**src/common/noc_if_defs.svh**
```systemverilog
/*
 * network interface parameters
 * widths, queue depths, credit limits and flit type codes
 */
`ifndef NOC_IF_DEFS_SVH
`define NOC_IF_DEFS_SVH

`define NOC_PAYLOAD_W   32      // PE word
`define NOC_FLIT_W      64
`define NOC_NODE_W      8       // src/dst node id
`define NOC_ROUTE_DST_W 5       // 5x5 mesh

`define NOC_VC_NUM      4
`define NOC_VC_W        2
`define NOC_CREDIT_MAX  8       // also the VC queue depth
`define NOC_BANK_DEPTH  16      // longest packet
`define NOC_INQ_DEPTH   32
`define NOC_ALLOC_MIN   2       // VC must hold more than this to be picked

// flit type codes
`define NOC_TYPE_HEAD   3'd0
`define NOC_TYPE_BODY   3'd1
`define NOC_TYPE_TAIL   3'd2

`endif

```
**src/common/noc_if_pkg.sv**
```systemverilog
/*
 * shared types of the network interface
 * flit layout, router link word, VC index and credit count
 */
`default_nettype none

`include "noc_if_defs.svh"

package noc_if_pkg;

	typedef logic [`NOC_VC_W-1:0] vc_t;
	typedef logic [$clog2(`NOC_CREDIT_MAX+1)-1:0] credit_t;   // 0..8

	// 64 bit flit, msb first
	typedef struct packed {
		logic [2:0]                ftype;
		logic [`NOC_NODE_W-1:0]    src;    // local node id
		logic [`NOC_NODE_W-1:0]    dst;
		logic [3:0]                seq;    // flit index in packet
		logic [8:0]                rsvd;   // {pad, offset, id} on tail, id elsewhere
		logic [`NOC_PAYLOAD_W-1:0] payload;
	} flit_t;

	// 73 bit word on the router link
	typedef struct packed {
		logic                        valid;
		logic                        tail;
		logic [`NOC_ROUTE_DST_W-1:0] rdst;
		vc_t                         vc;
		flit_t                       flit;
	} router_word_t;

endpackage

`default_nettype wire

```
**src/common/pkt_buf_if.sv**
```systemverilog
/*
 * packer to scheduler link
 * flit writes into the ping-pong banks, busy flags back
 */
`timescale 1ns/1ps
`default_nettype none

interface pkt_buf_if;
	logic              wr_valid;   // flit write this cycle
	logic              wr_bank;    // target bank
	noc_if_pkg::flit_t wr_flit;
	logic [1:0]        bank_busy;  // bank holds a whole packet not yet sent

	modport packer (output wr_valid, output wr_bank, output wr_flit, input bank_busy);
	modport sched (input wr_valid, input wr_bank, input wr_flit, output bank_busy);
endinterface

`default_nettype wire

```
**src/tx/flit_packer.sv**
```systemverilog
/*
 * flit packer
 * PE send handshake, wraps 32 bit words into headed flits
 * and writes the packet into a free buffer bank
 */
`timescale 1ns/1ps
`default_nettype none

`include "noc_if_defs.svh"

module flit_packer (
	input  wire                      clk,
	input  wire                      rst_n,
	input  wire                      i_send_req,
	output logic                     o_send_ack,
	input  wire                      i_data_valid,
	input  wire [`NOC_PAYLOAD_W-1:0] i_data,
	input  wire [`NOC_NODE_W-1:0]    i_dst,
	input  wire [5:0]                i_id,
	input  wire [5:0]                i_seq_len,
	input  wire [`NOC_NODE_W-1:0]    i_local_id,
	pkt_buf_if.packer                pkt_buf
);

	typedef enum logic [1:0] {IDLE, RECV, UPDT, CHEK} state_e;

	state_e                    state;
	logic                      valid_r;    // word registered last cycle
	logic [`NOC_PAYLOAD_W-1:0] data_r;
	logic [3:0]                word_cnt;
	logic [3:0]                seq_r;
	logic [`NOC_NODE_W-1:0]    dst_r;
	logic [5:0]                id_r;
	logic [1:0]                offset_r;   // last byte position
	logic                      sel_bank;
	logic                      first_word;
	logic                      last_flit;
	noc_if_pkg::flit_t         flit;

	assign first_word = i_data_valid && !valid_r;
	assign last_flit  = valid_r && !i_data_valid;   // valid just fell

	// request machine
	always_ff @(posedge clk or negedge rst_n)
	begin
		if (!rst_n)
		begin
			state      <= IDLE;
			o_send_ack <= 1'b0;
			sel_bank   <= 1'b0;
		end
		else
		begin
			case (state)
				IDLE:
				begin
					if (i_send_req)
					begin
						state      <= RECV;
						o_send_ack <= 1'b1;
						sel_bank   <= pkt_buf.bank_busy[0];   // bank 0 first
					end
				end
				RECV:
				begin
					if (last_flit)
						state <= UPDT;
				end
				UPDT:
					state <= CHEK;   // busy flag lands this cycle
				CHEK:
				begin
					// hold ack while both banks are full
					if (pkt_buf.bank_busy != 2'b11)
					begin
						state      <= IDLE;
						o_send_ack <= 1'b0;
					end
				end
				default:
					state <= IDLE;
			endcase
		end
	end

	always_ff @(posedge clk or negedge rst_n)
	begin
		if (!rst_n)
		begin
			valid_r  <= 1'b0;
			word_cnt <= '0;
		end
		else
		begin
			valid_r  <= i_data_valid;
			word_cnt <= i_data_valid ? word_cnt + 4'd1 : 4'd0;
		end
	end

	always_ff @(posedge clk)
	begin
		if (i_data_valid)
		begin
			data_r <= i_data;
			seq_r  <= word_cnt;
		end
		if (first_word)   // header fields come with word 0
		begin
			dst_r    <= i_dst;
			id_r     <= i_id;
			offset_r <= i_seq_len[1:0];
		end
	end

	// flit k goes out one cycle after word k
	always_comb
	begin
		flit.src     = i_local_id;
		flit.dst     = dst_r;
		flit.seq     = seq_r;
		flit.payload = data_r;
		if (seq_r == 4'd0)
		begin
			flit.ftype = `NOC_TYPE_HEAD;   // single word packet stays head
			flit.rsvd  = {3'b000, id_r};
		end
		else if (last_flit)
		begin
			flit.ftype = `NOC_TYPE_TAIL;
			flit.rsvd  = {1'b0, offset_r, id_r};
		end
		else
		begin
			flit.ftype = `NOC_TYPE_BODY;
			flit.rsvd  = {3'b000, id_r};
		end
	end

	assign pkt_buf.wr_valid = valid_r;
	assign pkt_buf.wr_bank  = sel_bank;
	assign pkt_buf.wr_flit  = flit;

	// PE may only start a packet after the ack
	a_data_after_ack: assert property (@(posedge clk) disable iff (!rst_n)
		$rose(i_data_valid) |-> o_send_ack)
		else $error("data_valid rose without send ack");

	// scheduler still owns a busy bank
	a_no_busy_write: assert property (@(posedge clk) disable iff (!rst_n)
		pkt_buf.wr_valid |-> !pkt_buf.bank_busy[pkt_buf.wr_bank])
		else $error("flit written into busy bank");

endmodule

`default_nettype wire

```
**src/flat_wrapper.sv**
```systemverilog
// flat-port wrapper written by rule: the top's interface ports become plain ports
module flit_packer_flat 
  (clk, rst_n, i_send_req, o_send_ack, i_data_valid, i_data, i_dst, i_id, i_seq_len, i_local_id, pkt_buf_wr_valid, pkt_buf_wr_bank, pkt_buf_wr_flit, pkt_buf_bank_busy);
  pkt_buf_if pkt_buf_i ();
  input  wire clk;
  input  wire rst_n;
  input  wire i_send_req;
  output logic o_send_ack;
  input  wire i_data_valid;
  input  wire [`NOC_PAYLOAD_W-1:0] i_data;
  input  wire [`NOC_NODE_W-1:0] i_dst;
  input  wire [5:0] i_id;
  input  wire [5:0] i_seq_len;
  input  wire [`NOC_NODE_W-1:0] i_local_id;
  output wire logic [$bits(pkt_buf_i.wr_valid)-1:0] pkt_buf_wr_valid;
  output wire logic [$bits(pkt_buf_i.wr_bank)-1:0] pkt_buf_wr_bank;
  output wire logic [$bits(pkt_buf_i.wr_flit)-1:0] pkt_buf_wr_flit;
  input wire logic [$bits(pkt_buf_i.bank_busy)-1:0] pkt_buf_bank_busy;
  assign pkt_buf_wr_valid = pkt_buf_i.wr_valid;
  assign pkt_buf_wr_bank = pkt_buf_i.wr_bank;
  assign pkt_buf_wr_flit = pkt_buf_i.wr_flit;
  assign pkt_buf_i.bank_busy = pkt_buf_bank_busy;
  flit_packer u_core (.clk(clk), .rst_n(rst_n), .i_send_req(i_send_req), .o_send_ack(o_send_ack), .i_data_valid(i_data_valid), .i_data(i_data), .i_dst(i_dst), .i_id(i_id), .i_seq_len(i_seq_len), .i_local_id(i_local_id), .pkt_buf(pkt_buf_i));
endmodule
```
**config.mk**
```make
export PLATFORM = sky130hd
export DESIGN_NAME = flit_packer_flat
export DESIGN_NICKNAME = d
export VERILOG_FILES = /design/src/common/noc_if_pkg.sv /design/src/common/pkt_buf_if.sv /design/src/tx/flit_packer.sv /design/src/flat_wrapper.sv
export VERILOG_INCLUDE_DIRS = /design/src /design/src/common
export SDC_FILE = /design/constraint.sdc
export NUM_CORES = 1
export LEC_CHECK = 0
export ABC_AREA = 0
export BUFFER_PORTS_ARGS = -buffer_cell sky130_fd_sc_hd__buf_4
export CORE_UTILIZATION = 42
export DETAILED_ROUTE_END_ITERATION = 10
export GPL_ROUTABILITY_DRIVEN = 0
export GPL_TIMING_DRIVEN = 1
export PLACE_DENSITY = 0.75
export SLEW_MARGIN = 15
export SYNTH_ARGS = -nofsm -noshare
export SYNTH_HDL_FRONTEND = slang
export SYNTH_SLANG_ARGS = --single-unit
```
**constraint.sdc**
```tcl
create_clock -name clk -period 1.85 [get_ports clk]
set_input_delay 0.37 -clock clk [delete_from_list [all_inputs] [get_ports clk]]
set_output_delay 0.37 -clock clk [all_outputs]
set_load 0.05 [all_outputs]
```
Yosys cells after proc, flatten, opt, wreduce, memory -nomap -nowiden

Index checks and enable logic that the tools add are counted.
Widths: inputs -> output; s select.

Flip-flop bits (word level): 61
Input bits: 66
Output and inout port bits: 67
Word-level logic and storage cells: 40

$add $sub $neg: 1
Equality and inequality tests: 7
Multiplexer cells: 12
Reductions and logical operators: 10

Operators by type and width:

| operator            | number |
|---|---|
| $mux 9              | 1 |
| $mux 2              | 4 |
| $mux 8              | 1 |
| $pmux 2 s4          | 1 |
| $reduce_and 3->1    | 2 |
| $add 4x1->4 const B | 1 |
| $eq 2x2->1 const B  | 2 |
| $logic_not 4->1     | 1 |
| $mux 4              | 1 |
| $ne 2x1->1 const B  | 2 |
| $ne 2x2->1 const B  | 2 |
| $mux 3              | 1 |
| $eq 2x1->1 const B  | 1 |
| $logic_and 1x1->1   | 2 |
| $logic_not 1->1     | 2 |
| $logic_not 2->1     | 1 |
| $mux 1              | 2 |
| $pmux 1 s2          | 1 |
| $reduce_and 2->1    | 1 |
| $reduce_bool 2->1   | 1 |

Logic depth before layout (Yosys ltp)

Depth after elaboration: 4
Gate-level depth with buffers: 5

Worst setup path before layout

No wires, ideal clock.

Kind: reg-to-output
From: register u_core.valid_r (netlist: u_core.pkt_buf.wr_valid)
To: output pkt_buf_wr_flit[38]
Arrival: 2.041 ns
Required time: 1.480 ns
Path slack: -0.561 ns
Stages on the path, launching flop included: 4
Buffers on the path: 0
Path through: dfrtp_1 > nand2b_4 > nor2_1 > and2_1

Cells in the longest elaborated chain, start to end: 3

RTL lines:

| what                   | line               | text |
|---|---|---|
| start, declared        | flit_packer.sv:28  | `logic valid_r;` |
| start signal, assigned | flit_packer.sv:95  | `valid_r <= i_data_valid;` |
| $logic_and 1x1->1      | flit_packer.sv:41  | `assign last_flit = valid_r && !i_data_valid;` |
| $mux 8                 | flit_packer.sv:127 | `else if (last_flit)` |
| $mux 9                 | flit_packer.sv:122 | `if (seq_r == 4'd0)` |
| end, declared          | flat_wrapper.sv:17 | `output wire logic [$bits(pkt_buf_i.wr_flit)-1:0] pkt_buf_wr_flit;` |

Every way passes these cells.

Worst setup path after layout

From: register u_core.seq_r[0]
To: output pkt_buf_wr_flit[39]

Cells in the longest elaborated chain, start to end: 2

RTL lines:

| what                   | line               | text |
|---|---|---|
| start, declared        | flit_packer.sv:31  | `logic [3:0] seq_r;` |
| start signal, assigned | flit_packer.sv:105 | `seq_r <= word_cnt;` |
| $logic_not 4->1        | flit_packer.sv:122 |  |
| $mux 9                 | flit_packer.sv:122 |  |

Every way passes these cells.

==> reports/metrics.csv <==
metric,value,unit
first-pass iteration count of the detailed router,4,
CP endpoint kind,primary output,
io pins,133,
CP max stage cell,edfxtp_1,
ANT cells,0,
worst hold-check path type,in2reg,
CTS tree,done,
die height,74.1,um
first-pass GRT wire length,6.11,mm
Initial Util,45.1,%
min setup slack post-route,-21.7,ps
Yosys reg bits,61,
overall power,3.96,mW
clock latency on the worst-skew pair,330,ps
synthesis-to-finish area growth,51.3,%
DR WL/cell,14.4,um
Startpoint Class,flip-flop,
"commonest cells after routing, fill and taps aside","110 x buf_4, 52 x edfxtp_1, 9 x clkbuf_8, 9 x dfrtp_1, 7 x ha_1",
dpl cells,282,
syn_area_per_cell,19.5,um^2
Fin Hold WS,214,ps
vias,1361,
clock-pin slew on the worst setup and hold paths,70,ps
clk_skew,4.89,ps
"Cell Area, Synth",2180,um^2
post-layout min period,1870,ps
GRT overflow,0,
worst reg2reg setup slack,200,ps
H-tree depth,3,
root buffer cell,clkbuf_8,
nets@finish,300,
Inserted Clock Buffers,9,
fill count,333,
Die Wd,74.1,um
initial antenna violation count,0,
YS warnings,0,
fin cells,299,
RSZ-0062 raised after global routing,yes,
Placement Rows,25,
Worst path max stage delay,430,ps
layout cells sized above 1,58.6,%
critical path class,reg2out,
Iter 0 DRT Violations,36,
dpl hpwl,3.23,mm
Final setup viols,2,
die area,5490,um^2
GRT Util Overall,15.9,%
Crit Path Max Fanout,3,
VDD IR max,0.794,mV
via density per instance,4.55,
core footprint,4850,um^2
CP cell instances,"nor4_4, nor2_4, and2_4, buf_8",
largest net degree at the start of global routing,33,
Residual DRC,0,
antenna-violating nets left,0,
arrival time worst endpoint,1500,ps
Max Slew Vio Count,0,
port bufs,110,
failing checks,setup timing,
fmax,0.534,GHz
post-synth cell types,25,
CP required,1480,ps
Mapped Cells,112,
Multi-input gate area,343,um^2
max cap viols,0,
Final Cycle Share,101,%
cell leakage power,1.44,nW
Clock Path Buffers,2,
status,"complete, but fails checks",
"commonest non-fill, non-tap cell in the layout",buf_4,
vias in the first global route,1330,
"Seq/Total Area, Yosys",81.8,%
Power Density,1200,nW/um^2
clock sink total,61,
Total Wirelength,4.32,mm
setup repair bufs after CTS,0,
Fin. Hold Viols,0,
FF+latch area,1790,um^2
-- where the power goes --
part           leakage (nW)  switching [mW]  internal (mW)  total (mW)
Combinational         0.719           0.607          0.388       0.995
Sequential            0.617          0.0798           1.64        1.72
Clock                 0.107           0.494          0.750        1.24
-- through the flow --
step | utilization [%] | worst slack, ps | TNS, ps | area (um^2)
final | 68.2 | -21.7 | -28.9 | 3300
after global routing | 68.2 | -89.7 | -163 | 3300
after CTS | 68.2 | -58.8 | -104 | 3300
after detailed placement | 63.0 | 148 | 0 | 3050
after global placement | 63.0 | 201 | 0 | 3050
after floorplan | - | -92.2 | -210 | 2200
-- cell usage after synthesis --
library cell / number / area (um^2)
a211oi_1: 1 / 7.51
a211oi_4: 1 / 20.0
a21oi_1: 1 / 5.00
a221oi_1: 1 / 8.76
and2_1: 3 / 18.8
and3_1: 1 / 6.26
and4_1: 1 / 8.76
buf_4: 10 / 75.1
conb_1: 1 / 3.75
dfrtp_1: 9 / 225
edfxtp_1: 52 / 1560
ha_1: 7 / 87.6
inv_1: 3 / 11.3
mux2_2: 1 / 11.3
mux2_4: 1 / 15.0
mux2i_1: 1 / 10.0
nand2_1: 2 / 7.51
nand2b_4: 1 / 13.8
nand3_1: 3 / 15.0
nand4b_1: 1 / 8.76
nor2_1: 7 / 26.3
nor2b_4: 1 / 13.8
nor4_1: 1 / 6.26
xnor2_1: 1 / 8.76
xor2_1: 1 / 8.76
-- routing by layer --
layer  wire length [um]  track usage (%)  vias to the layer above
met5                  0                0                        -
met4                 97             10.7                        0
met3                386             5.83                       10
met2               2240             26.2                       70
met1               1600             17.3                      652
li1                   -                -                      629
-- final timing paths --
kind / to / cells after the start / start
hold / removal: u_core.dst_r[1]$_DFFE_PP_ / 1 / i_dst[1]
setup reg to reg: u_core.state[1]$_DFFE_PN0P_ / 5 / u_core.state[1]$_DFFE_PN0P_
min in group asynchronous: u_core.pkt_buf.wr_bank$_DFFE_PN0P_ / 2 / rst_n
hold reg to reg: u_core.seq_r[3]$_DFFE_PP_ / 0 / u_core.word_cnt[3]$_DFF_PN0_
setup / recovery: pkt_buf_wr_flit[39] / 4 / u_core.seq_r[0]$_DFFE_PP_
max in group asynchronous: u_core.state[0]$_DFFE_PN0P_ / 2 / rst_n
-- flip-flops by register name, indices dropped and copies added, names as in the netlist --
register / cells
u_core.offset_r: 2
u_core.word_cnt: 4
u_core.seq_r: 4
u_core.dst_r: 8
u_core.o_send_ack: 1
u_core.data_r: 32
u_core.pkt_buf.wr_valid: 1
u_core.state: 2
u_core.pkt_buf.wr_bank: 1
u_core.id_r: 6
-- worst max-delay path: cells and delay by family, from the launching register on --
family	cells	cell delay [ps]
and+or+nand+nor	3	610
DFF	1	430
buffers and inverters	1	140
-- cells by family after synthesis --
logic type	share of synthesized area [%]
buf+inv	3.95
mux	1.66
fa+ha+maj	4.01
xor+xnor	0.802
other cells	0.172
simple gates	5.73
compound gates	1.89
flops	81.8
-- what timing repair did --
action / in CTS / in global routing
setup endpoints to repair: 4 / 2
hold buffers: 1 / 0
gates resized for setup: 7 / 0
hold endpoints to repair: 9 / 0
pin swaps: 2 / 0
-- final cells by class --
cell class	instances	share of cell area, %
sequential	61	54.1
timing repair buffer	113	26.2
multi-input combinational	39	10.4
clock buffer	9	3.75
clock inverter	7	2.73
tap	67	2.54
inverter	3	0.341
Power figures use the tool's default switching activity.
