File: src/common/noc_if_defs.svh
/*
 * network interface parameters
 * widths, queue depths, credit limits and flit type codes
 */
`ifndef NOC_IF_DEFS_SVH
`define NOC_IF_DEFS_SVH

`define NOC_PAYLOAD_W   32      // PE word
`define NOC_FLIT_W      64
`define NOC_NODE_W      8       // src/dst node id
`define NOC_ROUTE_DST_W 5       // 5x5 mesh

`define NOC_VC_NUM      4
`define NOC_VC_W        2
`define NOC_CREDIT_MAX  8       // also the VC queue depth
`define NOC_BANK_DEPTH  16      // longest packet
`define NOC_INQ_DEPTH   32
`define NOC_ALLOC_MIN   2       // VC must hold more than this to be picked

// flit type codes
`define NOC_TYPE_HEAD   3'd0
`define NOC_TYPE_BODY   3'd1
`define NOC_TYPE_TAIL   3'd2

`endif

File: src/common/noc_if_pkg.sv
/*
 * shared types of the network interface
 * flit layout, router link word, VC index and credit count
 */
`default_nettype none

`include "noc_if_defs.svh"

package noc_if_pkg;

	typedef logic [`NOC_VC_W-1:0] vc_t;
	typedef logic [$clog2(`NOC_CREDIT_MAX+1)-1:0] credit_t;   // 0..8

	// 64 bit flit, msb first
	typedef struct packed {
		logic [2:0]                ftype;
		logic [`NOC_NODE_W-1:0]    src;    // local node id
		logic [`NOC_NODE_W-1:0]    dst;
		logic [3:0]                seq;    // flit index in packet
		logic [8:0]                rsvd;   // {pad, offset, id} on tail, id elsewhere
		logic [`NOC_PAYLOAD_W-1:0] payload;
	} flit_t;

	// 73 bit word on the router link
	typedef struct packed {
		logic                        valid;
		logic                        tail;
		logic [`NOC_ROUTE_DST_W-1:0] rdst;
		vc_t                         vc;
		flit_t                       flit;
	} router_word_t;

endpackage

`default_nettype wire

File: src/design/sync_fifo.sv
/*
 * synchronous FIFO, registered read data
 * data shows the cycle after a read
 */
`timescale 1ns/1ps
`default_nettype none

module sync_fifo #(
	parameter int WIDTH = 64,
	parameter int DEPTH = 16    // power of two
) (
	input  wire              clk,
	input  wire              rst_n,
	input  wire              i_wr_en,
	input  wire [WIDTH-1:0]  i_wr_data,
	input  wire              i_rd_en,
	output logic [WIDTH-1:0] o_rd_data,
	output logic             o_full,
	output logic             o_empty
);

	localparam int AW = $clog2(DEPTH);

	logic [WIDTH-1:0] mem [DEPTH];
	logic [AW:0]      wr_ptr;      // extra bit tells full from empty
	logic [AW:0]      rd_ptr;
	logic             do_wr;
	logic             do_rd;

	assign do_wr   = i_wr_en && !o_full;
	assign do_rd   = i_rd_en && !o_empty;
	assign o_empty = (wr_ptr == rd_ptr);
	assign o_full  = (wr_ptr[AW] != rd_ptr[AW]) && (wr_ptr[AW-1:0] == rd_ptr[AW-1:0]);

	always_ff @(posedge clk or negedge rst_n)
	begin
		if (!rst_n)
		begin
			wr_ptr <= '0;
			rd_ptr <= '0;
		end
		else
		begin
			if (do_wr)
				wr_ptr <= wr_ptr + 1'b1;
			if (do_rd)
				rd_ptr <= rd_ptr + 1'b1;
		end
	end

	always_ff @(posedge clk)
	begin
		if (do_wr)
			mem[wr_ptr[AW-1:0]] <= i_wr_data;
		if (do_rd)
			o_rd_data <= mem[rd_ptr[AW-1:0]];   // held until next read
	end

endmodule

`default_nettype wire

File: src/rx/rx_vc_drain.sv
/*
 * receive path
 * four VC queues drained round-robin into the input queue,
 * credit return per flit and PE req/ack read
 */
`timescale 1ns/1ps
`default_nettype none

`include "noc_if_defs.svh"

module rx_vc_drain (
	input  wire                           clk,
	input  wire                           rst_n,
	input  wire noc_if_pkg::router_word_t i_flit,
	output logic                          o_credit_valid,
	output noc_if_pkg::vc_t               o_credit_vc,
	output logic                          o_req_rx,
	input  wire                           i_ack_rx,
	output noc_if_pkg::flit_t             o_data_input,
	output logic                          o_data_input_valid
);

	logic [`NOC_VC_NUM-1:0]   vcq_wr;
	logic [`NOC_VC_NUM-1:0]   vcq_rd;
	logic [`NOC_VC_NUM-1:0]   vcq_full;
	logic [`NOC_VC_NUM-1:0]   vcq_empty;
	noc_if_pkg::router_word_t vcq_data [`NOC_VC_NUM];
	noc_if_pkg::vc_t          last_vc;    // last queue served
	noc_if_pkg::vc_t          pick_vc;
	noc_if_pkg::vc_t          fwd_vc;     // queue read last cycle
	noc_if_pkg::vc_t          idx;
	logic                     pick_ok;
	logic                     visit;
	logic                     fwd_r;
	logic                     inq_full;
	logic                     inq_empty;

	for (genvar v = 0; v < `NOC_VC_NUM; v++)
	begin : g_vcq
		assign vcq_wr[v] = i_flit.valid && (i_flit.vc == noc_if_pkg::vc_t'(v));
		assign vcq_rd[v] = visit && (pick_vc == noc_if_pkg::vc_t'(v));

		sync_fifo #(
			.WIDTH ($bits(noc_if_pkg::router_word_t)),
			.DEPTH (`NOC_CREDIT_MAX)
		) u_vcq (
			.clk       (clk),
			.rst_n     (rst_n),
			.i_wr_en   (vcq_wr[v]),
			.i_wr_data (i_flit),
			.i_rd_en   (vcq_rd[v]),
			.o_rd_data (vcq_data[v]),
			.o_full    (vcq_full[v]),
			.o_empty   (vcq_empty[v])
		);
	end

	// round-robin, search starts after last_vc
	always_comb
	begin
		pick_vc = last_vc;
		pick_ok = 1'b0;
		idx     = last_vc;
		for (int k = 1; k <= `NOC_VC_NUM; k++)
		begin
			idx = last_vc + noc_if_pkg::vc_t'(k);   // wraps mod 4
			if (!pick_ok && !vcq_empty[idx])
			begin
				pick_vc = idx;
				pick_ok = 1'b1;
			end
		end
	end

	// one visit every other cycle so inq full is current
	assign visit = pick_ok && !fwd_r && !inq_full;

	always_ff @(posedge clk or negedge rst_n)
	begin
		if (!rst_n)
		begin
			last_vc <= '0;
			fwd_vc  <= '0;
			fwd_r   <= 1'b0;
		end
		else
		begin
			fwd_r <= visit;
			if (visit)
			begin
				last_vc <= pick_vc;
				fwd_vc  <= pick_vc;
			end
		end
	end

	sync_fifo #(
		.WIDTH (`NOC_FLIT_W),
		.DEPTH (`NOC_INQ_DEPTH)
	) u_inq (
		.clk       (clk),
		.rst_n     (rst_n),
		.i_wr_en   (fwd_r),
		.i_wr_data (vcq_data[fwd_vc].flit),
		.i_rd_en   (i_ack_rx),
		.o_rd_data (o_data_input),
		.o_full    (inq_full),
		.o_empty   (inq_empty)
	);

	assign o_credit_valid = fwd_r;    // one credit per forwarded flit
	assign o_credit_vc    = fwd_vc;

	// PE side, req drops for a cycle after every ack
	always_ff @(posedge clk or negedge rst_n)
	begin
		if (!rst_n)
		begin
			o_req_rx           <= 1'b0;
			o_data_input_valid <= 1'b0;
		end
		else
		begin
			o_req_rx           <= !inq_empty && !i_ack_rx;
			o_data_input_valid <= i_ack_rx;   // head entry shows next cycle
		end
	end

	// router keeps within the credits it was given
	a_vcq_no_overflow: assert property (@(posedge clk) disable iff (!rst_n)
		i_flit.valid |-> !vcq_full[i_flit.vc])
		else $error("flit into full VC queue");

	a_ack_needs_req: assert property (@(posedge clk) disable iff (!rst_n)
		i_ack_rx |-> o_req_rx)
		else $error("ack_rx without req_rx");

endmodule

`default_nettype wire

File: config.mk
export PLATFORM = sky130hd
export DESIGN_NAME = rx_vc_drain
export DESIGN_NICKNAME = d
export VERILOG_FILES = /design/src/common/noc_if_pkg.sv /design/src/design/sync_fifo.sv /design/src/rx/rx_vc_drain.sv
export VERILOG_INCLUDE_DIRS = /design/src /design/src/common
export SDC_FILE = /design/constraint.sdc
export NUM_CORES = 2
export LEC_CHECK = 0
export BUFFER_PORTS_ARGS = -buffer_cell sky130_fd_sc_hd__buf_2
export CAP_MARGIN = 20
export CORE_UTILIZATION = 57
export CTS_CLUSTER_DIAMETER = 200
export DETAILED_ROUTE_END_ITERATION = 10
export PLACE_DENSITY = 0.87
export SLEW_MARGIN = 20
export SYNTH_ARGS = -nofsm -noshare
export SYNTH_HDL_FRONTEND = slang
export SYNTH_MEMORY_MAX_BITS = 65536
export SYNTH_SLANG_ARGS = --single-unit
File: constraint.sdc
create_clock -name clk -period 6.9 [get_ports clk]
set_clock_uncertainty 0.15 [all_clocks]
set_input_delay 1.38 -clock clk [delete_from_list [all_inputs] [get_ports clk]]
set_output_delay 1.38 -clock clk [all_outputs]
set_load 0.01 [all_outputs]
=== After elaboration in Yosys (flattened, before gate mapping) ===
Memory sizes are Yosys's and may differ from the RTL's. A register that Yosys moved wholly into a read port is not among the register bits.
Index checks and enable logic that the tools add are counted.

* Bits in registers: 49
* RAM bits: 4384
* Bits of input ports: 76
* Output and inout port bits: 69
* Logic and storage cells: 136
* Memories: 5

{| class="wikitable"
|+ Memories
! name !! depth !! width !! rd ports !! clocked after memory_dff !! write ports !! RTL line !! text
|-
| u_inq.mem || 32 || 64 || 1 || 1 || 1 || sync_fifo.sv:24 || <nowiki>logic [WIDTH-1:0] mem [DEPTH];</nowiki>
|-
| g_vcq[0].u_vcq.mem || 8 || 73 || 1 || 1 || 1 || sync_fifo.sv:24 ||
|-
| g_vcq[1].u_vcq.mem || 8 || 73 || 1 || 1 || 1 || sync_fifo.sv:24 ||
|-
| g_vcq[2].u_vcq.mem || 8 || 73 || 1 || 1 || 1 || sync_fifo.sv:24 ||
|-
| g_vcq[3].u_vcq.mem || 8 || 73 || 1 || 1 || 1 || sync_fifo.sv:24 ||
|}

* $add $sub $neg: 13
* Magnitude comparators: 5
* Eq/ne operators: 21
* Mux-type cells: 29
* Bitwise gates (word level): 1
* Reductions and logical operators: 48

{| class="wikitable"
|+ Operator list
! kind !! number
|-
| binary-select mux 73 bit (select 2 bit) || 1
|-
| two-way mux 64 bit || 2
|-
| adder 4 x 1 -> 4 bit, second input constant || 8
|-
| logical AND 1 bit || 29
|-
| two-way mux 1 bit || 18
|-
| zero test 1 bit || 17
|-
| == test 4 bit || 4
|-
| adder 6 x 1 -> 6 bit, second input constant || 2
|-
| == test 3 bit || 4
|-
| < comparator 2 x 3 -> 1 bit, second input constant || 4
|-
| binary-select mux 1 bit (select 2 bit) || 4
|-
| == test 2 bit, second input constant || 4
|-
| two-way mux 2 bit || 4
|-
| == test 6 bit || 1
|-
| == test 5 bit || 1
|-
| != test 1 bit || 5
|-
| adder 2 bit, second input constant || 2
|-
| == test 2 x 1 -> 1 bit, second input constant || 2
|-
| zero test 2 bit || 2
|-
| >= comparator 3 bit, second input constant || 1
|-
| NOT 2 -> 3 bit || 1
|-
| adder 2 x 1 -> 2 bit, second input constant || 1
|}

=== Depth between registers and ports, before layout ===
* Depth in word-level cells: 16
* Depth in mapped cells: 8
* Gate-level depth less buffers: 6

=== Cells and area by module ===
A second synthesis with hierarchy kept.

* Cells, all modules: 7264
* Area, all modules: 179438.3 um^2

{| class="wikitable"
|+ By module, submodules not included
! module !! times used !! cells each !! area each (um^2) !! sequential area each (um^2)
|-
| sync_fifo (g_vcq[0].u_vcq ...) || 4 || 978 || 24701.2 || 19929.1
|-
| sync_fifo (u_inq) || 1 || 3233 || 78778.1 || 63721.1
|-
| rx_vc_drain || 1 || 119 || 1855.5 || 125.1
|}

=== Least setup slack after synthesis ===
Ideal clock, no wire load.

* Kind: input to register
* From: input port i_flit[64] (netlist bit)
* To: memory g_vcq[0].u_vcq.mem[1][0] (netlist bit), enable pin
* Setup time: 0.564 ns
* Arrival time: 6.554 ns
* Data required time: 6.186 ns
* Setup slack: -0.369 ns
* Stages on the path: 5
* Buffers on the path: 0
* Cells stage by stage: inv_1 nand2_1 a311oi_1 nand2_1 nor3_1

* Word-level cells in the longest chain between the ends: 5

{| class="wikitable"
|+ Ends and longest elaborated chain
! element !! RTL line !! text
|-
| from (decl) || rx_vc_drain.sv:14 || <nowiki>input wire noc_if_pkg::router_word_t i_flit,</nowiki>
|-
| zero test 2 bit || rx_vc_drain.sv:40 || <nowiki>assign vcq_wr[v] = i_flit.valid && (i_flit.vc == noc_if_pkg::vc_t'(v));</nowiki>
|-
| logical AND 1 bit || rx_vc_drain.sv:40 ||
|-
| logical AND 1 bit || sync_fifo.sv:30 || <nowiki>assign do_wr = i_wr_en && !o_full;</nowiki>
|-
| two-way mux 1 bit || sync_fifo.sv:53 || <nowiki>if (do_wr)</nowiki>
|-
| two-way mux 1 bit (implied by the code) || sync_fifo.sv:54 || <nowiki>mem[wr_ptr[AW-1:0]] <= i_wr_data;</nowiki>
|-
| to (decl) || sync_fifo.sv:24 ||
|}

Every way passes these cells.

=== Worst setup path after layout ===
* From: register u_inq.rd_ptr[0]
* To: memory u_inq.mem[7][16], enable pin

* Word-level cells in the longest chain between the ends: 6

{| class="wikitable"
|+ Ends and longest elaborated chain
! element !! RTL line !! text
|-
| from (decl) || sync_fifo.sv:26 || <nowiki>logic [AW:0] rd_ptr;</nowiki>
|-
| from (signal assigned) || sync_fifo.sv:47 || <nowiki>rd_ptr <= rd_ptr + 1'b1;</nowiki>
|-
| == test 5 bit || sync_fifo.sv:33 || <nowiki>assign o_full = (wr_ptr[AW] != rd_ptr[AW]) && (wr_ptr[AW-1:0] == rd_ptr[AW-1:0]);</nowiki>
|-
| logical AND 1 bit || sync_fifo.sv:33 ||
|-
| zero test 1 bit || sync_fifo.sv:30 ||
|-
| logical AND 1 bit || sync_fifo.sv:30 ||
|-
| two-way mux 1 bit || sync_fifo.sv:53 ||
|-
| two-way mux 1 bit (implied by the code) || sync_fifo.sv:54 ||
|-
| to (decl) || sync_fifo.sv:24 ||
|}

Every way passes these cells.

==> impl_metrics.env <==
export IMPL_status="finished, final reports clean"
export IMPL_coreArea_um2=292000
export IMPL_p_per_area_nw_per_um2=468
export IMPL_grt_use_total_pct=35.5
export IMPL_syn_area_um2=168000
export IMPL_synthMuxAreaShare_pct=18.1
export IMPL_relSlewSlack_pct=17.4
export IMPL_htreeDepth=5
export IMPL_critPathTopFamily="simple AND/OR/NAND/NOR gates"
export IMPL_cts_clk_slew_worst_paths_ps=60
export IMPL_synth_cells=6722
export IMPL_clockPowerShare_pct=26.3
export IMPL_fin_crit_sh_pct=78.0
export IMPL_dp_hpwl_um=249000
export IMPL_layout_common_cells="edfxtp_1, mux4_2, clkbuf_16, mux2_2, nand2_1"
export IMPL_synth_main_ff_cell="edfxtp_1"
export IMPL_dp_slack_ps=2130
export IMPL_post_cts_setup_buffer_count=0
export IMPL_hold_class="reg -> reg"
export IMPL_p_comb_share_pct=28.7
export IMPL_yosysSeqAreaShare_pct=79.7
export IMPL_yosys_top_cells_area="edfxtp_1, mux4_2, mux2_2"
export IMPL_clk_latency_ps=950
export IMPL_setup_tns_ps=0
export IMPL_grt_first_pass_wirelength_um=707000
export IMPL_worstPathArrival_ps=5780
export IMPL_firstDrtPassIters=8
export IMPL_synthAdderAreaFrac_pct=0.0968
export IMPL_start_util_pct=57.5
export IMPL_slew_violations=0
export IMPL_numCtsBuffers=402
export IMPL_synth_seq_cells=4465
export IMPL_io_buffer_count=138
export IMPL_worstMarginPinSlew_ps=1240
export IMPL_switching_power_mw=28.8
export IMPL_path_cells="xor2_1 > nor3_1 > a21boi_1 > nand2_1 > nor2_4 > buf_12"
export IMPL_crit_required_ps=7300
export IMPL_fp_dieArea_um2=297000
export IMPL_clock_sinks=4465
export IMPL_synth_top_cell_area_share_pct=78.9
export IMPL_setup_viol=0
export IMPL_synthSimpleGateAreaFrac_pct=0.874
export IMPL_seqPwrFrac_pct=44.9
export IMPL_die_w_um=545
export IMPL_first_global_vias=87000
export IMPL_crit_path_end_kind="flip-flop"
export IMPL_cts_resized_gates=0
export IMPL_drive_gt1_share_pct=33.0
export IMPL_syn_nets=6811
export IMPL_synth_top_family_by_area="multiplexers"
export IMPL_max_stage_delay_ps=1100
export IMPL_synth_cell_types=53
export IMPL_antenna_found_initial=48
export IMPL_layout_commonest_cell="edfxtp_1"
export IMPL_p_int_mw=59.0
export IMPL_critPathLaunchType="flip-flop"
export IMPL_rows=198
export IMPL_multiInputGateArea_um2=33200
export IMPL_yosys_warnings=0
export IMPL_final_nets=7196
export IMPL_hold_buffers=0
export IMPL_p_sw_share_pct=32.8
export IMPL_synth_edf_count=4416
export IMPL_crit_type="reg -> reg"
export IMPL_place_gp_congestion=0.786
export IMPL_clk_path_buf_depth=4
export IMPL_postSynthAreaPerCell_um2=25.0
export IMPL_hold_viol=0
export IMPL_grt_max_degree=163
export IMPL_synth_xor_area_share_pct=0.282
export IMPL_vias=85000
export IMPL_cts_tree="done"
export IMPL_path_max_fanout=47
export IMPL_fp_dieH_um=545
export IMPL_max_freq_mhz=186
export IMPL_ios=145
export IMPL_fillers=16600
export IMPL_yosysTopAreaCell="edfxtp_1"
export IMPL_drt_iter0_drc=15400
export IMPL_layout_setup_ws_ps=1520
export IMPL_postSynth_asyncResetShare_pct=1.10
export IMPL_period_needed_ps=5380
export IMPL_max_cap_viol_count=0
export IMPL_drc_errors=0
export IMPL_synth_compound_area_share_pct=0.133
export IMPL_ir_drop_v=0.000519
export IMPL_seqCellArea_um2=134000
export IMPL_cts_root_buf="clkbuf_16"
export IMPL_cpMaxStageDelayCell="nor2_4"
export IMPL_viasPerCell=7.49
export IMPL_postRouteAntennaNets=0
export IMPL_rsz0062_at_grt="no"
export IMPL_area_delta_synth_final_pct=11.7
export IMPL_overflow=0
export IMPL_routedWlPerCell_um=46.1
export IMPL_path_buf_inv=1
export IMPL_p_leak_nw=58.2
export IMPL_routed_wl_um=524000
-- worst register-to-register path, cell delays in order (launching register included) --
cell	delay, ps
dfrtp_4	960
xor2_1	530
nor3_1	280
a21boi_1	590
nand2_1	810
nor2_4	1100
buf_12	530
-- power groups by stage --
stage	sequential (mW)	clock [mW]	combinational (mW)
2_1_floorplan	38.0	0	15.8
5_1_grt	39.4	23.9	25.4
6_report	39.4	23.1	25.2
3_3_place_gp	39.1	0	21.4
3_5_place_dp	39.6	0	23.2
4_1_cts	39.3	23.1	24.5
-- final cells by class --
type / count / share of cell area (%)
clock inverters: 239 / 1.35
well taps: 3900 / 2.60
repair buffers: 312 / 1.33
clock buffers: 487 / 5.59
multi-input cells: 1919 / 17.7
diodes: 18 / 0.0240
inverters: 7 / 0.0187
flip-flops and latches: 4465 / 71.4
-- cell usage after synthesis, types with 2 or more instances --
| master | count |
|---|---|
| nand2b_1 | 13 |
| edfxtp_1 | 4416 |
| inv_1 | 7 |
| nand3_1 | 5 |
| mux4_2 | 1216 |
| dfrtp_1 | 49 |
| buf_2 | 80 |
| buf_1 | 57 |
| ha_1 | 13 |
| o21ai_0 | 4 |
| xnor2_1 | 27 |
| xor2_1 | 27 |
| nor3_1 | 11 |
| and3_1 | 4 |
| buf_6 | 4 |
| mux2_2 | 264 |
| buf_4 | 11 |
| clkbuf_1 | 179 |
| nand4_1 | 9 |
| nand3b_1 | 2 |
| nor2_1 | 66 |
| nand2_1 | 223 |
| a21oi_1 | 3 |
| mux2_1 | 2 |
| nor2b_1 | 2 |
-- routing by layer --
metal / up-vias / part of all wire, % / GRT usage (%)
met1: 43300 / 28 / 40.5
li1: 29600 / - / -
met3: 2629 / 14 / 8.91
met2: 9454 / 49 / 58.5
met4: 42 / 9.1 / 25.8
met5: - / 0.056 / 0
-- per-stage QoR --
| stage | utilization, % | cells | area (µm²) | power, mW | hold WS [ps] |
|---|---|---|---|---|---|
| final | 64.2 | 11300 | 188000 | 87.8 | 389 |
| after global routing | 64.2 | 11300 | 188000 | 88.8 | 391 |
| after CTS | 64.2 | 11300 | 187000 | 86.9 | 391 |
| after detailed placement | 59.7 | 10600 | 174000 | 62.7 | 334 |
| after global placement | 59.7 | 10600 | 174000 | 60.5 | 325 |
| after floorplan | - | 6722 | 168000 | 53.8 | 310 |
-- registers in the layout, summed over array words and instances, names as in the netlist, 6 cells and up --
signal and cells:
u_inq.o_rd_data 64, u_inq.wr_ptr 6, u_inq.rd_ptr 6, u_inq.mem 2048, g_vcq.u_vcq.mem 2048, g_vcq.u_vcq.rd_ptr 16, g_vcq.u_vcq.o_rd_data 256, g_vcq.u_vcq.wr_ptr 16
-- logic make-up after synthesis --
family	count (synthesis)
xor gates and xnor gates	54
buffers and inverters	338
DFF	4465
adders and majority gates	13
and+or+nand+nor	345
AOI/OAI and AO/OA	25
muxes	1482
-- worst paths after layout --
| path | to | cells past startpoint | slack (ps) | from |
|---|---|---|---|---|
| worst min register to register | g_vcq[1].u_vcq.wr_ptr[3] | 1 | 390 | g_vcq[1].u_vcq.wr_ptr[3] |
| worst max register to register | u_inq.mem[7][16] | 6 | 1520 | u_inq.rd_ptr[0] |
| worst max-delay path | u_inq.mem[7][16] | 6 | 1520 | u_inq.rd_ptr[0] |
| max in group asynchronous | u_inq.rd_ptr[1] | 2 | 5320 | rst_n |
| worst min-delay path | g_vcq[1].u_vcq.wr_ptr[3] | 1 | 390 | g_vcq[1].u_vcq.wr_ptr[3] |
| min in group asynchronous | g_vcq[2].u_vcq.rd_ptr[0] | 2 | 490 | rst_n |
No activity file was read; power rests on OpenSTA's default activity.
