`config.mk`:
```
export PLATFORM = sky130hd
export DESIGN_NAME = tx_link_sched_flat
export DESIGN_NICKNAME = d
export VERILOG_FILES = /design/src/common/noc_if_pkg.sv /design/src/common/pkt_buf_if.sv /design/src/design/sync_fifo.sv /design/src/tx/credit_tracker.sv /design/src/tx/tx_link_sched.sv /design/src/flat_wrapper.sv
export VERILOG_INCLUDE_DIRS = /design/src /design/src/common
export SDC_FILE = /design/constraint.sdc
export NUM_CORES = 2
export LEC_CHECK = 0
export CORE_ASPECT_RATIO = 1.5
export CORE_MARGIN = 8
export CORE_UTILIZATION = 45
export DETAILED_ROUTE_END_ITERATION = 8
export DONT_BUFFER_PORTS = 1
export GPL_TIMING_DRIVEN = 0
export SKIP_CTS_REPAIR_TIMING = 1
export SLEW_MARGIN = 20
export SYNTH_ARGS = -nofsm -noshare
export SYNTH_HDL_FRONTEND = slang
export SYNTH_SLANG_ARGS = --single-unit
```
`constraint.sdc`:
```
create_clock -name clk -period 8.1 [get_ports clk]
set_clock_uncertainty 0.15 [all_clocks]
set_input_delay 0.81 -clock clk [delete_from_list [all_inputs] [get_ports clk]]
set_output_delay 0.81 -clock clk [all_outputs]
set_load 0.02 [all_outputs]
```
`src/common/noc_if_defs.svh`:
```
/*
 * network interface parameters
 * widths, queue depths, credit limits and flit type codes
 */
`ifndef NOC_IF_DEFS_SVH
`define NOC_IF_DEFS_SVH

`define NOC_PAYLOAD_W   32      // PE word
`define NOC_FLIT_W      64
`define NOC_NODE_W      8       // src/dst node id
`define NOC_ROUTE_DST_W 5       // 5x5 mesh

`define NOC_VC_NUM      4
`define NOC_VC_W        2
`define NOC_CREDIT_MAX  8       // also the VC queue depth
`define NOC_BANK_DEPTH  16      // longest packet
`define NOC_INQ_DEPTH   32
`define NOC_ALLOC_MIN   2       // VC must hold more than this to be picked

// flit type codes
`define NOC_TYPE_HEAD   3'd0
`define NOC_TYPE_BODY   3'd1
`define NOC_TYPE_TAIL   3'd2

`endif

```
`src/common/noc_if_pkg.sv`:
```
/*
 * shared types of the network interface
 * flit layout, router link word, VC index and credit count
 */
`default_nettype none

`include "noc_if_defs.svh"

package noc_if_pkg;

	typedef logic [`NOC_VC_W-1:0] vc_t;
	typedef logic [$clog2(`NOC_CREDIT_MAX+1)-1:0] credit_t;   // 0..8

	// 64 bit flit, msb first
	typedef struct packed {
		logic [2:0]                ftype;
		logic [`NOC_NODE_W-1:0]    src;    // local node id
		logic [`NOC_NODE_W-1:0]    dst;
		logic [3:0]                seq;    // flit index in packet
		logic [8:0]                rsvd;   // {pad, offset, id} on tail, id elsewhere
		logic [`NOC_PAYLOAD_W-1:0] payload;
	} flit_t;

	// 73 bit word on the router link
	typedef struct packed {
		logic                        valid;
		logic                        tail;
		logic [`NOC_ROUTE_DST_W-1:0] rdst;
		vc_t                         vc;
		flit_t                       flit;
	} router_word_t;

endpackage

`default_nettype wire

```
`src/common/pkt_buf_if.sv`:
```
/*
 * packer to scheduler link
 * flit writes into the ping-pong banks, busy flags back
 */
`timescale 1ns/1ps
`default_nettype none

interface pkt_buf_if;
	logic              wr_valid;   // flit write this cycle
	logic              wr_bank;    // target bank
	noc_if_pkg::flit_t wr_flit;
	logic [1:0]        bank_busy;  // bank holds a whole packet not yet sent

	modport packer (output wr_valid, output wr_bank, output wr_flit, input bank_busy);
	modport sched (input wr_valid, input wr_bank, input wr_flit, output bank_busy);
endinterface

`default_nettype wire

```
`src/design/sync_fifo.sv`:
```
/*
 * synchronous FIFO, registered read data
 * data shows the cycle after a read
 */
`timescale 1ns/1ps
`default_nettype none

module sync_fifo #(
	parameter int WIDTH = 64,
	parameter int DEPTH = 16    // power of two
) (
	input  wire              clk,
	input  wire              rst_n,
	input  wire              i_wr_en,
	input  wire [WIDTH-1:0]  i_wr_data,
	input  wire              i_rd_en,
	output logic [WIDTH-1:0] o_rd_data,
	output logic             o_full,
	output logic             o_empty
);

	localparam int AW = $clog2(DEPTH);

	logic [WIDTH-1:0] mem [DEPTH];
	logic [AW:0]      wr_ptr;      // extra bit tells full from empty
	logic [AW:0]      rd_ptr;
	logic             do_wr;
	logic             do_rd;

	assign do_wr   = i_wr_en && !o_full;
	assign do_rd   = i_rd_en && !o_empty;
	assign o_empty = (wr_ptr == rd_ptr);
	assign o_full  = (wr_ptr[AW] != rd_ptr[AW]) && (wr_ptr[AW-1:0] == rd_ptr[AW-1:0]);

	always_ff @(posedge clk or negedge rst_n)
	begin
		if (!rst_n)
		begin
			wr_ptr <= '0;
			rd_ptr <= '0;
		end
		else
		begin
			if (do_wr)
				wr_ptr <= wr_ptr + 1'b1;
			if (do_rd)
				rd_ptr <= rd_ptr + 1'b1;
		end
	end

	always_ff @(posedge clk)
	begin
		if (do_wr)
			mem[wr_ptr[AW-1:0]] <= i_wr_data;
		if (do_rd)
			o_rd_data <= mem[rd_ptr[AW-1:0]];   // held until next read
	end

endmodule

`default_nettype wire

```
`src/tx/credit_tracker.sv`:
```
/*
 * per-VC credit counters
 * picks the VC with the most credits, lowest index on a tie
 */
`timescale 1ns/1ps
`default_nettype none

`include "noc_if_defs.svh"

module credit_tracker (
	input  wire                                    clk,
	input  wire                                    rst_n,
	input  wire                                    i_credit_valid,
	input  wire noc_if_pkg::vc_t                   i_credit_vc,
	input  wire                                    i_spend,
	input  wire noc_if_pkg::vc_t                   i_spend_vc,
	output noc_if_pkg::vc_t                        o_best_vc,
	output logic                                   o_best_ok,
	output noc_if_pkg::credit_t [`NOC_VC_NUM-1:0] o_credits
);

	noc_if_pkg::credit_t cnt [`NOC_VC_NUM];
	noc_if_pkg::vc_t     vc_01;
	noc_if_pkg::vc_t     vc_23;

	for (genvar v = 0; v < `NOC_VC_NUM; v++)
	begin : g_cnt
		logic inc;
		logic dec;

		assign inc = i_credit_valid && (i_credit_vc == noc_if_pkg::vc_t'(v));
		assign dec = i_spend && (i_spend_vc == noc_if_pkg::vc_t'(v));

		always_ff @(posedge clk or negedge rst_n)
		begin
			if (!rst_n)
				cnt[v] <= `NOC_CREDIT_MAX;
			else if (inc && !dec)
				cnt[v] <= cnt[v] + 1'b1;
			else if (dec && !inc)
				cnt[v] <= cnt[v] - 1'b1;   // both at once cancel
		end

		assign o_credits[v] = cnt[v];

		// router returns only credits we spent
		a_no_underflow: assert property (@(posedge clk) disable iff (!rst_n)
			(dec && !inc) |-> (cnt[v] != '0))
			else $error("credit underflow on VC %0d", v);

		a_no_overflow: assert property (@(posedge clk) disable iff (!rst_n)
			(inc && !dec) |-> (cnt[v] < `NOC_CREDIT_MAX))
			else $error("credit overflow on VC %0d", v);
	end

	// two level compare tree, >= keeps the lower index
	assign vc_01     = (cnt[0] >= cnt[1]) ? 2'd0 : 2'd1;
	assign vc_23     = (cnt[2] >= cnt[3]) ? 2'd2 : 2'd3;
	assign o_best_vc = (cnt[vc_01] >= cnt[vc_23]) ? vc_01 : vc_23;
	assign o_best_ok = cnt[o_best_vc] > `NOC_ALLOC_MIN;

endmodule

`default_nettype wire

```
`src/tx/tx_link_sched.sv`:
```
/*
 * transmit link scheduler
 * ping-pong packet banks, VC allocation by credits,
 * one flit per cycle to the router while the VC has credit
 */
`timescale 1ns/1ps
`default_nettype none

`include "noc_if_defs.svh"

module tx_link_sched (
	input  wire                      clk,
	input  wire                      rst_n,
	pkt_buf_if.sched                 pkt_buf,
	input  wire                      i_credit_valid,
	input  wire noc_if_pkg::vc_t     i_credit_vc,
	output noc_if_pkg::router_word_t o_data,
	output logic                     o_data_valid
);

	typedef enum logic [1:0] {S_IDLE, S_ALOC, S_SEND} state_e;

	state_e                                 state;
	logic [1:0]                             busy;
	logic                                   head_bank;   // oldest full bank
	logic                                   cur_bank;    // bank being sent
	logic                                   wr_valid_r;
	logic                                   wr_bank_r;
	logic                                   pkt_done;
	logic                                   sent_last;
	logic [1:0]                             bank_empty;
	noc_if_pkg::flit_t                      bank_data [2];
	logic                                   rd_en;
	logic                                   rd_en_r;
	noc_if_pkg::vc_t                        vc_sel;
	noc_if_pkg::vc_t                        best_vc;
	logic                                   best_ok;
	noc_if_pkg::credit_t [`NOC_VC_NUM-1:0] credits;

	for (genvar b = 0; b < 2; b++)
	begin : g_bank
		sync_fifo #(
			.WIDTH (`NOC_FLIT_W),
			.DEPTH (`NOC_BANK_DEPTH)
		) u_bank (
			.clk       (clk),
			.rst_n     (rst_n),
			.i_wr_en   (pkt_buf.wr_valid && (pkt_buf.wr_bank == 1'(b))),
			.i_wr_data (pkt_buf.wr_flit),
			.i_rd_en   (rd_en && (cur_bank == 1'(b))),
			.o_rd_data (bank_data[b]),
			.o_full    (),
			.o_empty   (bank_empty[b])
		);
	end

	credit_tracker u_credit (
		.clk            (clk),
		.rst_n          (rst_n),
		.i_credit_valid (i_credit_valid),
		.i_credit_vc    (i_credit_vc),
		.i_spend        (rd_en),
		.i_spend_vc     (vc_sel),
		.o_best_vc      (best_vc),
		.o_best_ok      (best_ok),
		.o_credits      (credits)
	);

	assign pkt_done  = wr_valid_r && !pkt_buf.wr_valid;      // packer write burst ended
	assign sent_last = rd_en_r && bank_empty[cur_bank];      // word on link drained the bank

	// bank ownership, head tracks packet order
	always_ff @(posedge clk or negedge rst_n)
	begin
		if (!rst_n)
		begin
			busy       <= 2'b00;
			head_bank  <= 1'b0;
			wr_valid_r <= 1'b0;
			wr_bank_r  <= 1'b0;
		end
		else
		begin
			wr_valid_r <= pkt_buf.wr_valid;
			wr_bank_r  <= pkt_buf.wr_bank;
			if (pkt_done)
				busy[wr_bank_r] <= 1'b1;
			if (sent_last)
				busy[cur_bank] <= 1'b0;
			if (sent_last)
				head_bank <= !cur_bank;   // other bank is next, if filled
			else if (pkt_done && (busy == 2'b00))
				head_bank <= wr_bank_r;
		end
	end

	// idle / allocate / send
	always_ff @(posedge clk or negedge rst_n)
	begin
		if (!rst_n)
		begin
			state    <= S_IDLE;
			cur_bank <= 1'b0;
			vc_sel   <= '0;
			rd_en_r  <= 1'b0;
		end
		else
		begin
			rd_en_r <= rd_en;
			case (state)
				S_IDLE:
				begin
					if (busy[head_bank])
					begin
						cur_bank <= head_bank;
						state    <= S_ALOC;
					end
				end
				S_ALOC:
				begin
					if (best_ok)   // wait for a VC above the minimum
					begin
						vc_sel <= best_vc;
						state  <= S_SEND;
					end
				end
				S_SEND:
				begin
					if (sent_last)
						state <= S_IDLE;
				end
				default:
					state <= S_IDLE;
			endcase
		end
	end

	// stall at zero credit, whole packet on vc_sel
	assign rd_en = (state == S_SEND) && !bank_empty[cur_bank] && (credits[vc_sel] != '0);

	always_comb
	begin
		o_data.valid = rd_en_r;
		o_data.tail  = sent_last;
		o_data.rdst  = bank_data[cur_bank].dst[`NOC_ROUTE_DST_W-1:0];
		o_data.vc    = vc_sel;
		o_data.flit  = bank_data[cur_bank];
	end

	assign o_data_valid      = rd_en_r;
	assign pkt_buf.bank_busy = busy;

endmodule

`default_nettype wire

```
`src/flat_wrapper.sv`:
```
// flat-port wrapper written by rule: the top's interface ports become plain ports
module tx_link_sched_flat 
  (clk, rst_n, i_credit_valid, i_credit_vc, o_data, o_data_valid, pkt_buf_wr_valid, pkt_buf_wr_bank, pkt_buf_wr_flit, pkt_buf_bank_busy);
  pkt_buf_if pkt_buf_i ();
  input  wire clk;
  input  wire rst_n;
  input  wire i_credit_valid;
  input  wire noc_if_pkg::vc_t i_credit_vc;
  output noc_if_pkg::router_word_t o_data;
  output logic o_data_valid;
  input wire logic [$bits(pkt_buf_i.wr_valid)-1:0] pkt_buf_wr_valid;
  input wire logic [$bits(pkt_buf_i.wr_bank)-1:0] pkt_buf_wr_bank;
  input wire logic [$bits(pkt_buf_i.wr_flit)-1:0] pkt_buf_wr_flit;
  output wire logic [$bits(pkt_buf_i.bank_busy)-1:0] pkt_buf_bank_busy;
  assign pkt_buf_i.wr_valid = pkt_buf_wr_valid;
  assign pkt_buf_i.wr_bank = pkt_buf_wr_bank;
  assign pkt_buf_i.wr_flit = pkt_buf_wr_flit;
  assign pkt_buf_bank_busy = pkt_buf_i.bank_busy;
  tx_link_sched u_core (.clk(clk), .rst_n(rst_n), .pkt_buf(pkt_buf_i), .i_credit_valid(i_credit_valid), .i_credit_vc(i_credit_vc), .o_data(o_data), .o_data_valid(o_data_valid));
endmodule
```
### Word-level counts from Yosys, hierarchy flattened

Memories as Yosys holds them, arrays and structs flattened. A register that Yosys moved wholly into a read port is not among the register bits.
Cells that the tools add are included.

| storage, ports and cells | value |
|---|---|
| RAM bits | 2048 |
| output and inout port bits | 76 |
| logic and storage cells | 176 |
| flip-flop bits (word level) | 47 |
| input port bits | 71 |
| memories kept | 2 |

| cells by class | value |
|---|---|
| muxes and demuxes | 45 |
| equality and inequality tests | 17 |
| $add $sub $neg | 12 |
| bitwise operators | 9 |
| $lt $le $gt $ge | 14 |
| reduce and logical (&&, ||, !) cells | 61 |

Memories:

| name | words | width | read ports | clocked after memory_dff | write ports | line | text |
|---|---|---|---|---|---|---|---|
| u_core.g_bank[0].u_bank.mem | 16 | 64 | 1 | 1 | 1 | sync_fifo.sv:24 | `logic [WIDTH-1:0] mem [DEPTH];` |
| u_core.g_bank[1].u_bank.mem | 16 | 64 | 1 | 1 | 1 | sync_fifo.sv:24 |  |

Operators by type and width:

| kind | count |
|---|---|
| $mux 64 | 3 |
| $mux 4 | 15 |
| $logic_and 1x1->1 | 33 |
| $bmux 4 s2 | 4 |
| $add 5x1->5 const B | 4 |
| $add 4x1->4 const B | 4 |
| $sub 4x1->4 const B | 4 |
| $logic_not 1->1 | 15 |
| $mux 1 | 14 |
| $ge 4x4->1 | 3 |
| $mux 2 | 6 |
| $eq 2x2->1 const B | 5 |
| $eq 5x5->1 | 2 |
| $reduce_bool 2->1 | 5 |
| $ge 3x3->1 const B | 3 |
| $eq 4x4->1 | 2 |
| $logic_not 2->1 | 4 |
| $eq 2x1->1 const B | 3 |
| $lt 1x2->1 const B | 3 |
| $ne 2x1->1 const B | 3 |
| $not 2->3 | 2 |
| $pmux 2 s3 | 1 |
| $gt 4x2->1 const B | 1 |
| $reduce_and 2->1 | 2 |
| 13 further kinds | 17 |

### Longest topological paths before layout

| logic depth | value |
|---|---|
| word-level depth | 15 |
| depth in mapped cells | 15 |
| depth with buffers taken out | 14 |

### Cells and area by module

A second synthesis with hierarchy kept.

| unflattened totals | value |
|---|---|
| cells, all modules | 3963 |
| area, all modules | 86171.4 um2 |

By module, submodules not included:

| module | instances | area each (um2) | seq. area each (um2) | cells an instance |
|---|---|---|---|---|
| sync_fifo at u_core.g_bank[1].u_bank | 1 | 41667.5 | 32921.6 | 1845 |
| sync_fifo at u_core.g_bank[0].u_bank | 1 | 41665.0 | 32921.6 | 1845 |
| credit_tracker | 1 | 1432.6 | 405.4 | 139 |
| tx_link_sched | 1 | 1406.3 | 275.3 | 134 |

### Least setup slack after synthesis

OpenSTA, ideal clock, no wires.

| path | value |
|---|---|
| path kind | input to register |
| from | in pkt_buf_wr_valid |
| to | mem u_core.g_bank[0].u_bank.mem[0][0], enable pin |
| library setup time | 565 ps |
| stages | 4 |
| arrival | 5739 ps |
| buffers on the path | 0 |
| required time | 7385 ps |
| slack | 1646 ps |
| cell sequence | inv_1 a211oi_4 nand2_1 nor3_1 |

| on the way | value |
|---|---|
| cells in the longest elaborated chain, start to end | 4 |

RTL lines:

| element | line | text |
|---|---|---|
| from (decl) | flat_wrapper.sv:11 | `input wire logic [$bits(pkt_buf_i.wr_valid)-1:0] pkt_buf_wr_valid;` |
| $logic_and 1x1->1 | tx_link_sched.sv:48 | `.i_wr_en (pkt_buf.wr_valid && (pkt_buf.wr_bank == 1'(b))),` |
| $logic_and 1x1->1 | sync_fifo.sv:30 | `assign do_wr = i_wr_en && !o_full;` |
| $mux 1 | sync_fifo.sv:53 | `if (do_wr)` |
| $mux 1 (not written as such) | sync_fifo.sv:54 | `mem[wr_ptr[AW-1:0]] <= i_wr_data;` |
| to (decl) | sync_fifo.sv:24 |  |

No other way between the ends.

==> results.toml <==
[sta]
finalHoldViolations = 0
period_share_pct = 58.9
slew_headroom_pct = 24.2
rsz0062_at_grt = "no"
tightest_slew_ns = 1.13
slew_viol_final = 0
setup_viol = 0
max_freq_mhz = 210
finalCriticalPeriod_ns = 4.77

[logic_synthesis]
ys_ff_latch = 2223
mappedNetlistArea_sq_mm = 0.0848
synth_top_cell_area_share_pct = 77.1
ys.flop_type = "edfxtp_1"
synthDistinctLibCells = 51
yosysTopAreaCell = "edfxtp_1"
syn_inst = 3368
synth_area_leaders = "edfxtp_1 (77%), mux4_2 (17%), dfrtp_1 (1.3%)"
postSynthNetCount = 3477
synth_edf_count = 2176
async_flop_share_pct = 2.11
yosys_warnings = 0
avgSynthCellArea_sq_um = 25.2
yosysSeqAreaShare_pct = 78.5

[routing]
drc = 0
wire_per_inst_um = 32.8
vias_per_cell = 5.88
routed_wl_mm = 212
drt_iter0_drc = 3627
vias = 38100
drt-pass1-iter-count = 5
antenna_left = 0

[worst_setup_path]
timing.rr.start = "u_core.g_bank[1].u_bank.rd_ptr[2]"
critPathCaptureType = "output pin"
critPathMaxStageDelay_ns = 0.73
worstSetupPathType = "reg2out"
crit_family = "buffers and inverters"
worst-path-max-fanout = 10
critPathSlowestCell = "buf_1"
crit_buf_inv = 4
crit_required_ns = 7.14
worst_ep_arrival_time_ns = 3.81
worstSetupStartpoint = "u_core.cur_bank"
path_cells = "clkbuf_2 -> clkbuf_1 -> buf_1 -> mux2_2 -> buf_4"
start_kind = "flip-flop"

[placement]
place_congestion = 0.754
io_buffers = 0
placed_cell_area_sq_mm = 0.0911
hpwl_mm = 140

[floorplanning]
die_y_um = 548
row_count = 195
num_io_pins = 147
die-area_sq_mm = 0.203
core-area_sq_mm = 0.188
initial_core_util_pct = 45.2
die_w_um = 370

[pwr]
power.density_mw_per_mm2 = 336
leakagePower_nw = 31.0
peakVddDrop_v = 0.000256

[grt]
grt_max_degree = 70
grt_pass1_vias = 39900
grt_pass1_wl_mm = 299
antenna_found_initial = 7
grtUsageTotal_pct = 20.8
overflow = 0

[layout]
layout_common_cells = "edfxtp_1 (2176), mux4_2 (633), clkbuf_16 (206)"
area.growth.synth_to_final_pct = 16.5
fill_cells = 14200
num-nets-final = 3940
post-route-util_pct = 52.6
fin_area_sq_mm = 0.0988
layout_commonest_cell = "edfxtp_1"
drive_gt1_share_pct = 34.1

[clock_tree]
cts_buffers = 203
clk_latency_ns = 0.84
clk_path_buf_depth = 3
path_clk_slew_ns = 0.06
cts_root_buffer = "clkbuf_16"
clock_sinks = 2223
cts_max_level = 4
tritoncts = "built"

[worst_hold_path]
hold_class = "in2reg"
holdCritStartpoint = "pkt_buf_wr_flit[52]"

[job]
maxCapViolations = 0

[status]
status = "completed"
-- state kept, by name (all words and copies together) (netlist names) --
signal,count
u_core.g_bank.u_bank.mem,2048
u_core.head_bank,1
u_core.wr_bank_r,1
u_core.wr_valid_r,1
u_core.g_bank.u_bank.o_rd_data,128
u_core.vc_sel,2
u_core.pkt_buf.bank_busy,2
u_core.g_bank.u_bank.rd_ptr,10
u_core.cur_bank,1
u_core.g_bank.u_bank.wr_ptr,10
u_core.o_data_valid,1
u_core.state,2
u_core.u_credit.o_credits,16
-- path summary, 6_finish.rpt --
| path | end | slack [ns] | cells after the start |
|---|---|---|---|
| min in group asynchronous | u_core.u_credit.o_credits[10] | 0.36 | 2 |
| max in group asynchronous | u_core.u_credit.o_credits[7] | 7.12 | 2 |
| worst max register to register | u_core.g_bank[1].u_bank.mem[2][40] | 3.60 | 13 |
| worst max-delay path | o_data[68] | 3.33 | 5 |
| worst min register to register | u_core.state[0] | 0.37 | 1 |
| worst min-delay path | u_core.g_bank[0].u_bank.mem[13][52] | 0.10 | 1 |
-- stage by stage --
stage | cells | setup slack [ns] | hold slack (ns) | power [mW] | TNS (ns)
CTS | 6397 | 3.25 | -0.562 | 33.5 | 0
floorplan | 3368 | 1.65 | 0.301 | 20.6 | 0
global route | 6468 | 3.22 | 0.0626 | 34.4 | 0
detailed placement | 6020 | 3.72 | 0.342 | 24.0 | 0
finish | 6468 | 3.33 | 0.101 | 33.2 | 0
global placement | 5830 | -5.43 | 0.330 | 23.7 | -4342.01
-- where the power goes --
group	internal, mW	total [mW]	leakage, nW	switching (mW)
registers	13.7	14.0	20.2	0.309
logic	4.37	9.68	7.61	5.31
clock network	5.36	9.54	3.22	4.18
-- kinds of logic (layout without fill, tap and decap cells) --
group,after synthesis,count (layout),synth area share [%]
AND/OR/NAND/NOR,109,109,0.645
other,0,3,0
XOR/XNOR,44,44,0.455
multiplexers,721,721,18.1
flip-flops,2223,2223,78.5
adder cells (fa/ha/maj),38,38,0.596
buffers and inverters,188,823,1.32
AO/OA/AOI/OAI,45,45,0.372
-- cell usage after synthesis (4+ instances only) --
master,instances
mux4_1,8
nor2_1,38
mux4_2,633
buf_2,30
mux2_2,70
fa_1,4
nor4_1,4
buf_1,8
buf_4,23
inv_1,20
ha_1,34
clkbuf_1,70
nand2_1,25
nand2b_1,7
a21o_1,5
nor3_1,10
nand4_1,6
xor2_1,16
dfrtp_1,43
dfstp_2,4
o21ai_0,12
xnor2_1,28
a211oi_1,5
a21oi_1,12
edfxtp_1,2176
mux2i_1,8
buf_6,35
-- layout make-up --
class	instances	area (sq um)	share of cell area, %
multi-input combinational	957	17300	17.5
clock inverter	110	1090	1.10
sequential	2223	66500	67.3
inverter	20	75.1	0.0760
buffer	168	1060	1.08
tap	2462	3080	3.12
clock buffer	267	5460	5.53
timing repair buffer	258	4140	4.20
antenna	3	7.51	0.00760
-- per-layer routing --
| metal | vias up | global-route usage (%) | wire length (um) |
|---|---|---|---|
| li1 | 15500 | - | - |
| met1 | 21100 | 25.6 | 80100 |
| met2 | 1219 | 37.1 | 113000 |
| met3 | 291 | 4.99 | 14300 |
| met4 | 0 | 4.79 | 4950 |
| met5 | - | 0 | 0 |
(Power assumes the default switching activity.)
